[config.mk]
export PLATFORM = sky130hd
export DESIGN_NAME = dac_top
export DESIGN_NICKNAME = d
export VERILOG_FILES = /design/src/dac_pkg.sv /design/src/clear_sequencer.sv /design/src/dac_channel_bank.sv /design/src/dac_top.sv /design/src/frame_checker.sv /design/src/spi_frame_receiver.sv
export SDC_FILE = /design/constraint.sdc
export NUM_CORES = 1
export LEC_CHECK = 0
export BUFFER_PORTS_ARGS = -buffer_cell sky130_fd_sc_hd__buf_2
export CAP_MARGIN = 20
export CORE_MARGIN = 5
export CORE_UTILIZATION = 55
export DETAILED_ROUTE_END_ITERATION = 8
export HOLD_SLACK_MARGIN = 0.08
export PLACE_DENSITY = 0.76
export SLEW_MARGIN = 40
export SYNTH_ARGS = -nofsm -noshare
export SYNTH_HDL_FRONTEND = slang
export SYNTH_SLANG_ARGS = --single-unit
export TNS_END_PERCENT = 10
[constraint.sdc]
create_clock -name dac_cs -period 2.8 [get_ports dac_cs]
set_clock_uncertainty 0.05 [all_clocks]
set_input_delay 0.56 -clock dac_cs [delete_from_list [all_inputs] [get_ports dac_cs]]
set_output_delay 0.56 -clock dac_cs [all_outputs]
set_load 0.01 [all_outputs]
[src/dac_pkg.sv]
package dac_pkg;

   // Frame geometry
   localparam int FRAME_BITS = 32;

   // Only write-and-update is accepted
   localparam logic [3:0] CMD_WRITE_UPDATE = 4'h3;

   // Channel addresses, A..D are 0..3, F hits all four
   localparam logic [3:0] ADDR_MAX_SINGLE = 4'h3;
   localparam logic [3:0] ADDR_ALL        = 4'hF;

   // Field view of a received frame, MSB first
   typedef struct packed {
      logic [7:0]  unused;
      logic [3:0]  command;
      logic [3:0]  address;
      logic [11:0] data;
      logic [3:0]  pad;
   } dac_frame_fields_t;

   // Same 32 bits seen as shift register or as fields
   typedef union packed {
      logic [FRAME_BITS-1:0] raw;
      dac_frame_fields_t     fields;
   } dac_frame_u;

   // Four channel codes, channel A on top
   typedef struct packed {
      logic [11:0] ch_a;
      logic [11:0] ch_b;
      logic [11:0] ch_c;
      logic [11:0] ch_d;
   } dac_codes_t;

   // Verdict on the last frame
   typedef struct packed {
      logic not_inited;
      logic short_frame;
      logic long_frame;
      logic bad_command;
      logic bad_address;
   } dac_status_t;

   // Write request to the channel bank
   typedef struct packed {
      logic        broadcast;
      logic [1:0]  channel;
      logic [11:0] code;
   } dac_write_t;

endpackage

[src/clear_sequencer.sv]
`timescale 1ns/1ps

module clear_sequencer #(
   parameter int CLR_MIN_CYCLES = 40
) (
   input  logic dac_cs,
   input  logic rst_n,
   input  logic dac_clr,
   output logic clear_pulse,
   output logic inited
);

   localparam int CNT_W = $clog2(CLR_MIN_CYCLES + 1);

   // Synchronizer, delay stage and registered release edge
   logic clr_meta, clr_sync, clr_prev;
   logic clr_rise_q;
   // Low phase length, stops at the minimum
   logic [CNT_W-1:0] low_cnt;

   always_ff @(posedge dac_cs or negedge rst_n) begin
      if (!rst_n) begin
         clr_meta   <= 1'b1;
         clr_sync   <= 1'b1;
         clr_prev   <= 1'b1;
         clr_rise_q <= 1'b0;
      end else begin
         clr_meta   <= dac_clr;
         clr_sync   <= clr_meta;
         clr_prev   <= clr_sync;
         clr_rise_q <= clr_sync & ~clr_prev;
      end
   end

   always_ff @(posedge dac_cs or negedge rst_n) begin
      if (!rst_n) begin
         low_cnt     <= '0;
         clear_pulse <= 1'b0;
         inited      <= 1'b0;
      end else begin
         clear_pulse <= clr_rise_q;
         if (clr_rise_q) begin
            // Release, long enough low phase arms the part
            if (low_cnt == CNT_W'(CLR_MIN_CYCLES)) begin
               inited <= 1'b1;
            end
            low_cnt <= '0;
         end else if (!clr_prev && low_cnt != CNT_W'(CLR_MIN_CYCLES)) begin
            low_cnt <= low_cnt + 1'b1;
         end
      end
   end

   // Once armed, only reset disarms
   assert property (@(posedge dac_cs) disable iff (!rst_n)
      inited |=> inited);

endmodule

[src/dac_channel_bank.sv]
`timescale 1ns/1ps

module dac_channel_bank (
   input  logic                dac_cs,
   input  logic                rst_n,
   input  logic                clear_pulse,
   input  logic                write_valid,
   input  dac_pkg::dac_write_t write,
   output dac_pkg::dac_codes_t codes
);

   // Clear wins over a write in the same cycle
   always_ff @(posedge dac_cs or negedge rst_n) begin
      if (!rst_n) begin
         codes <= '0;
      end else if (clear_pulse) begin
         codes <= '0;
      end else if (write_valid) begin
         if (write.broadcast) begin
            // Address F writes all four channels
            codes.ch_a <= write.code;
            codes.ch_b <= write.code;
            codes.ch_c <= write.code;
            codes.ch_d <= write.code;
         end else begin
            case (write.channel)
               2'd0: begin
                  codes.ch_a <= write.code;
               end
               2'd1: begin
                  codes.ch_b <= write.code;
               end
               2'd2: begin
                  codes.ch_c <= write.code;
               end
               default: begin
                  codes.ch_d <= write.code;
               end
            endcase
         end
      end
   end

endmodule

[src/dac_top.sv]
`timescale 1ns/1ps

module dac_top #(
   parameter int CLR_MIN_CYCLES = 40
) (
   input  logic                 dac_cs,
   input  logic                 rst_n,
   input  logic                 spi_sck,
   input  logic                 spi_cs_n,
   input  logic                 spi_mosi,
   input  logic                 dac_clr,
   output logic                 dac_out,
   output dac_pkg::dac_codes_t  codes,
   output dac_pkg::dac_status_t status,
   output logic                 frame_error,
   output logic                 inited
);

   // Receiver to checker
   logic                frame_done;
   dac_pkg::dac_frame_u frame;
   logic [5:0]          bit_count;

   // Clear to receiver and bank
   logic clear_pulse;

   // Checker to bank
   logic                write_valid;
   dac_pkg::dac_write_t write;

   spi_frame_receiver u_receiver (
      .dac_cs      (dac_cs),
      .rst_n       (rst_n),
      .spi_sck     (spi_sck),
      .spi_cs_n    (spi_cs_n),
      .spi_mosi    (spi_mosi),
      .clear_pulse (clear_pulse),
      .dac_out     (dac_out),
      .frame_done  (frame_done),
      .frame       (frame),
      .bit_count   (bit_count)
   );

   clear_sequencer #(
      .CLR_MIN_CYCLES (CLR_MIN_CYCLES)
   ) u_clear (
      .dac_cs      (dac_cs),
      .rst_n       (rst_n),
      .dac_clr     (dac_clr),
      .clear_pulse (clear_pulse),
      .inited      (inited)
   );

   frame_checker u_checker (
      .dac_cs      (dac_cs),
      .rst_n       (rst_n),
      .frame_done  (frame_done),
      .frame       (frame),
      .bit_count   (bit_count),
      .inited      (inited),
      .write_valid (write_valid),
      .write       (write),
      .status      (status),
      .frame_error (frame_error)
   );

   dac_channel_bank u_bank (
      .dac_cs      (dac_cs),
      .rst_n       (rst_n),
      .clear_pulse (clear_pulse),
      .write_valid (write_valid),
      .write       (write),
      .codes       (codes)
   );

endmodule

[src/frame_checker.sv]
`timescale 1ns/1ps

module frame_checker (
   input  logic                 dac_cs,
   input  logic                 rst_n,
   input  logic                 frame_done,
   input  dac_pkg::dac_frame_u  frame,
   input  logic [5:0]           bit_count,
   input  logic                 inited,
   output logic                 write_valid,
   output dac_pkg::dac_write_t  write,
   output dac_pkg::dac_status_t status,
   output logic                 frame_error
);

   localparam logic [5:0] FULL_COUNT = 6'(dac_pkg::FRAME_BITS);

   dac_pkg::dac_status_t next_status;
   logic                 full_frame;
   logic                 addr_ok;
   logic                 frame_ok;

   // Exact bit count gates the field checks
   assign full_frame = (bit_count == FULL_COUNT);

   // Single channel or all channels
   assign addr_ok = (frame.fields.address <= dac_pkg::ADDR_MAX_SINGLE)
                 || (frame.fields.address == dac_pkg::ADDR_ALL);

   always_comb begin
      next_status             = '0;
      next_status.not_inited  = ~inited;
      next_status.short_frame = (bit_count < FULL_COUNT);
      next_status.long_frame  = (bit_count > FULL_COUNT);
      // Fields only mean something in a full frame
      if (full_frame) begin
         next_status.bad_command = (frame.fields.command != dac_pkg::CMD_WRITE_UPDATE);
         next_status.bad_address = ~addr_ok;
      end
   end

   assign frame_ok = (next_status == '0);

   // Verdict registers hold status until the next frame end
   always_ff @(posedge dac_cs or negedge rst_n) begin
      if (!rst_n) begin
         status      <= '0;
         write_valid <= 1'b0;
         frame_error <= 1'b0;
      end else begin
         write_valid <= frame_done & frame_ok;
         frame_error <= frame_done & ~frame_ok;
         if (frame_done) begin
            status <= next_status;
         end
      end
   end

   // Write payload is qualified by write_valid
   always_ff @(posedge dac_cs) begin
      if (frame_done) begin
         write.broadcast <= (frame.fields.address == dac_pkg::ADDR_ALL);
         write.channel   <= frame.fields.address[1:0];
         write.code      <= frame.fields.data;
      end
   end

   // Write and error never fire together
   assert property (@(posedge dac_cs) disable iff (!rst_n)
      !(write_valid && frame_error));

endmodule

[src/spi_frame_receiver.sv]
`timescale 1ns/1ps

module spi_frame_receiver (
   input  logic                dac_cs,
   input  logic                rst_n,
   input  logic                spi_sck,
   input  logic                spi_cs_n,
   input  logic                spi_mosi,
   input  logic                clear_pulse,
   output logic                dac_out,
   output logic                frame_done,
   output dac_pkg::dac_frame_u frame,
   output logic [5:0]          bit_count
);

   // Two-flop synchronizers plus one delay stage for edge detect
   logic sck_meta, sck_sync, sck_prev;
   logic cs_meta, cs_sync, cs_prev;
   logic mosi_meta, mosi_sync, mosi_prev;

   // Registered edge pulses, aligned with the *_prev levels
   logic sck_rise_q, sck_fall_q;
   logic cs_rise_q, cs_fall_q;

   // Bit shown on dac_out while selected
   logic out_bit;

   // Lines idle high except data, so no edge fires out of reset
   always_ff @(posedge dac_cs or negedge rst_n) begin
      if (!rst_n) begin
         sck_meta  <= 1'b1;
         sck_sync  <= 1'b1;
         sck_prev  <= 1'b1;
         cs_meta   <= 1'b1;
         cs_sync   <= 1'b1;
         cs_prev   <= 1'b1;
         mosi_meta <= 1'b0;
         mosi_sync <= 1'b0;
         mosi_prev <= 1'b0;
      end else begin
         sck_meta  <= spi_sck;
         sck_sync  <= sck_meta;
         sck_prev  <= sck_sync;
         cs_meta   <= spi_cs_n;
         cs_sync   <= cs_meta;
         cs_prev   <= cs_sync;
         mosi_meta <= spi_mosi;
         mosi_sync <= mosi_meta;
         mosi_prev <= mosi_sync;
      end
   end

   // Edge pulses, one cycle each
   always_ff @(posedge dac_cs or negedge rst_n) begin
      if (!rst_n) begin
         sck_rise_q <= 1'b0;
         sck_fall_q <= 1'b0;
         cs_rise_q  <= 1'b0;
         cs_fall_q  <= 1'b0;
      end else begin
         sck_rise_q <= sck_sync & ~sck_prev;
         sck_fall_q <= ~sck_sync & sck_prev;
         cs_rise_q  <= cs_sync & ~cs_prev;
         cs_fall_q  <= ~cs_sync & cs_prev;
      end
   end

   // Shift register and bit counter
   always_ff @(posedge dac_cs or negedge rst_n) begin
      if (!rst_n) begin
         frame.raw <= '0;
         bit_count <= '0;
      end else if (clear_pulse) begin
         // Clear wipes the word like the async clear of the part
         frame.raw <= '0;
         bit_count <= '0;
      end else if (cs_fall_q) begin
         // New frame, old word stays for daisy chain replay
         bit_count <= '0;
      end else if (sck_rise_q && !cs_prev) begin
         frame.raw <= {frame.raw[dac_pkg::FRAME_BITS-2:0], mosi_prev};
         // Saturate so overlong frames stay visible
         if (bit_count != 6'd63) begin
            bit_count <= bit_count + 6'd1;
         end
      end
   end

   // Frame end pulse
   always_ff @(posedge dac_cs or negedge rst_n) begin
      if (!rst_n) begin
         frame_done <= 1'b0;
      end else begin
         frame_done <= cs_rise_q;
      end
   end

   // Top bit follows the word while deselected, steps on SCK fall while selected
   always_ff @(posedge dac_cs or negedge rst_n) begin
      if (!rst_n) begin
         out_bit <= 1'b0;
      end else if (cs_prev || sck_fall_q) begin
         out_bit <= frame.raw[dac_pkg::FRAME_BITS-1];
      end
   end

   // Serial out low when not selected
   assign dac_out = cs_prev ? 1'b0 : out_bit;

   // Count only returns to zero on a new frame or a clear
   assert property (@(posedge dac_cs) disable iff (!rst_n)
      (bit_count != 6'd0 && !cs_fall_q && !clear_pulse) |=> (bit_count != 6'd0));

   // One pulse per chip-select rise
   assert property (@(posedge dac_cs) disable iff (!rst_n)
      frame_done |=> !frame_done);

endmodule

==> impl_metrics.env <==
export IMPL_synth_seq_cells=135
export IMPL_grt_pass1_wl_mm=19.2
export IMPL_clk_pin_slew_ps=60
export IMPL_synth_area_sq_um=5530
export IMPL_drv_cap=0
export IMPL_cts_tree="done"
export IMPL_status="finished clean"
export IMPL_layout_drive_gt1_share_pct=26.6
export IMPL_clock_latency_ps=510
export IMPL_power_frac_seq_pct=44.9
export IMPL_rsz0062_at_grt="no"
export IMPL_post_route_util_pct=67.8
export IMPL_grt_usage_pct=20.8
export IMPL_fin_ws_ps=843
export IMPL_yosys_warnings=0
export IMPL_syn_nets=482
export IMPL_drtAntennaViolNets=0
export IMPL_area_growth_syn_to_layout_pct=19.9
export IMPL_ys_seq_area_share_pct=62.7
export IMPL_grt_ovfl_total=0
export IMPL_dp_hpwl_mm=7.31
export IMPL_setup_violations=0
export IMPL_ys_flop_type="dfrtp_1"
export IMPL_io_buffers=61
export IMPL_fin_total_pwr_mw=4.76
export IMPL_r2r_start="u_checker.write[14]$_DFFE_PP_"
export IMPL_hold_path_startpoint="u_receiver.cs_rise_q$_DFF_PN0_"
export IMPL_syn_inst=472
export IMPL_fmaxAchievable_mhz=511
export IMPL_pwr_share_comb_pct=6.5
export IMPL_drtPass1Iterations=7
export IMPL_hp_class="reg2reg"
export IMPL_worst_pin_slew_ps=708
export IMPL_antenna_cells=0
export IMPL_fin_tns_setup_ps=0
export IMPL_grt_pass1_vias=3733
export IMPL_core_sq_um=9770
export IMPL_fin_crit_sh_pct=69.9
export IMPL_static_leakage_power_nw=2.94
export IMPL_cp_end_kind="flip-flop"
export IMPL_boundaryPins=62
export IMPL_drt_initial_drc_count=263
export IMPL_timing_rr_end="u_bank.codes[43]$_DFFE_PN0P_"
export IMPL_whs_ps=301
export IMPL_cp_max_fo=28
export IMPL_final_nets=546
export IMPL_gp_congestion=0.810
export IMPL_preCtsSetupSlack_ps=826
export IMPL_p_per_area_nw_per_um2=719
export IMPL_clkPwrFrac_pct=48.6
export IMPL_crit_required_ps=3150
export IMPL_nFillCells=726
export IMPL_htree_levels=4
export IMPL_cts_root_buffer="clkbuf_8"
export IMPL_ir_drop_mv=0.422
export IMPL_worstHoldPathCells=0
export IMPL_r2r_setup_slack_ps=840
export IMPL_syn_area_per_cell_sq_um=11.7
export IMPL_critPathArrivalTime_ps=2310
export IMPL_die_x_microns=110
export IMPL_synth_edf_count=15
export IMPL_switching_share_pct=22.8
export IMPL_critPathKind="reg2reg"
export IMPL_initial_core_util_pct=56.6
export IMPL_routedWlPerCell_microns=16.9
export IMPL_mostFrequentLayoutCell="dfrtp_1"
export IMPL_hold_viol_final=0
export IMPL_mostFrequentLayoutCells="dfrtp_1 (110), nand2_1 (73), buf_2 (60), a21oi_1 (35), inv_1 (33)"
export IMPL_vias=3778
export IMPL_ys_async_sr_fraction_pct=88.9
export IMPL_grt_max_degree=53
export IMPL_p_sw_mw=1.09
export IMPL_clock_sinks=135
export IMPL_holdPathEnd="u_receiver.frame_done$_DFF_PN0_"
export IMPL_rr_worst_depth=4
export IMPL_drc=0
export IMPL_numCtsBuffers=17
export IMPL_slew_headroom_pct=52.8
export IMPL_drt_total_wl_mm=11.5
export IMPL_internal_power_mw=3.68
export IMPL_avgViaCountPerCell=5.54
export IMPL_rows=36
export IMPL_worst_setup_path_start_kind="flip-flop"
export IMPL_fin_crit_ps=1960
export IMPL_clockBufferDepth=2
export IMPL_synthDistinctLibCells=46
export IMPL_die_h_microns=110
export IMPL_dieArea_sq_um=12200
export IMPL_drv_slew=0
export IMPL_antenna_found_initial=0
==> critical path: stages, from the launching register on <==
cell      delay (ps)
edfxtp_1         380
buf_4            240
o21bai_1         190
a21oi_2          560
mux2_2           420
==> metrics by stage <==
stage | area [sq um] | instances
floorplan | 5530 | 472
global placement | 5940 | 645
detailed placement | 5940 | 645
CTS | 6610 | 681
global route | 6630 | 682
finish | 6630 | 682
==> what timing repair did <==
item / CTS / global route
buffers inserted: 0 / 0
hold endpoints to repair: 47 / 1
hold buffers: 4 / 1
resized for setup: 0 / 0
==> layout make-up <==
cell class | instances | area [sq um] | share of cell area (%)
well taps | 133 | 166 | 2.51
repair buffers | 75 | 450 | 6.80
clock buffers | 20 | 467 | 7.04
inverters | 33 | 124 | 1.87
flip-flops and latches | 135 | 3470 | 52.3
clock inverters | 12 | 163 | 2.46
multi-input cells | 274 | 1790 | 27.0
==> sequential cells by signal (all words and copies together), names as in the netlist, 5 cells and up <==
name                  count
u_receiver.frame         32
u_receiver.bit_count      6
u_checker.write          15
u_checker.status          5
u_clear.low_cnt           6
u_bank.codes             48
==> power by group through the flow <==
stage | clock (mW) | combinational, mW | sequential, mW
final | 2.31 | 0.309 | 2.14
after global routing | 2.45 | 0.349 | 2.15
after CTS | 2.35 | 0.315 | 2.14
after detailed placement | 0 | 0.308 | 2.18
after global placement | 0 | 0.296 | 2.17
after floorplan | 0 | 0.161 | 2.18
==> metal layers <==
metal | track usage, % | part of all wire (%) | vias to the layer above
met5 | 0 | 0 | -
met4 | 5.89 | 1.3 | 0
met3 | 6.06 | 5.5 | 17
met2 | 34.0 | 51 | 116
met1 | 27.4 | 42 | 1857
li1 | - | - | 1788
==> worst max path at each step <==
stage	endpoint	startpoint
2_1_floorplan	u_bank.codes[36]$_DFFE_PN0P_	u_checker.write[14]$_DFFE_PP_
3_3_place_gp	u_bank.codes[42]$_DFFE_PN0P_	u_checker.write[14]$_DFFE_PP_
3_5_place_dp	u_bank.codes[43]$_DFFE_PN0P_	u_checker.write[14]$_DFFE_PP_
4_1_cts	u_bank.codes[43]$_DFFE_PN0P_	u_checker.write[14]$_DFFE_PP_
5_1_grt	u_bank.codes[0]$_DFFE_PN0P_	u_checker.write[14]$_DFFE_PP_
6_report	u_bank.codes[43]$_DFFE_PN0P_	u_checker.write[14]$_DFFE_PP_
==> kinds of logic after synthesis <==
group,Yosys count,share of synthesized area (%)
AOI/OAI and AO/OA,109,13.9
xor gates and xnor gates,1,0.158
adders and majority gates,4,0.905
buffers and inverters,63,5.05
DFF,135,62.7
muxes,30,6.04
and+or+nand+nor,130,11.3
==> Yosys cell counts (all sizes together) (2+ instances only) <==
| cell type | instances | share of area [%] |
|---|---|---|
| dfrtp | 111 | 50 |
| nand2 | 73 | 5.0 |
| a21oi | 37 | 3.5 |
| inv | 33 | 2.2 |
| mux2 | 27 | 5.5 |
| nor2b | 25 | 2.8 |
| o31ai | 25 | 3.4 |
| o2111ai | 24 | 3.8 |
| buf | 19 | 2.1 |
| edfxtp | 15 | 8.1 |
| clkbuf | 11 | 0.75 |
| dfstp | 9 | 4.3 |
| nor2 | 9 | 0.61 |
| ha | 4 | 0.91 |
| a211oi | 3 | 0.41 |
| a31o | 3 | 0.48 |
| a41oi | 3 | 0.48 |
| and3 | 3 | 0.34 |
| mux2i | 3 | 0.54 |
| nand2b | 3 | 0.34 |
| o21a | 3 | 0.41 |
| o21ai | 3 | 0.27 |
| nand3 | 2 | 0.18 |
| nand4b | 2 | 0.32 |
| nor3 | 2 | 0.18 |
| nor3b | 2 | 0.36 |
| nor4 | 2 | 0.23 |
| o2bb2ai | 2 | 0.32 |
| o31a | 2 | 0.32 |
| or3 | 2 | 0.23 |
Note: power is estimated with default switching activity, not from simulation.
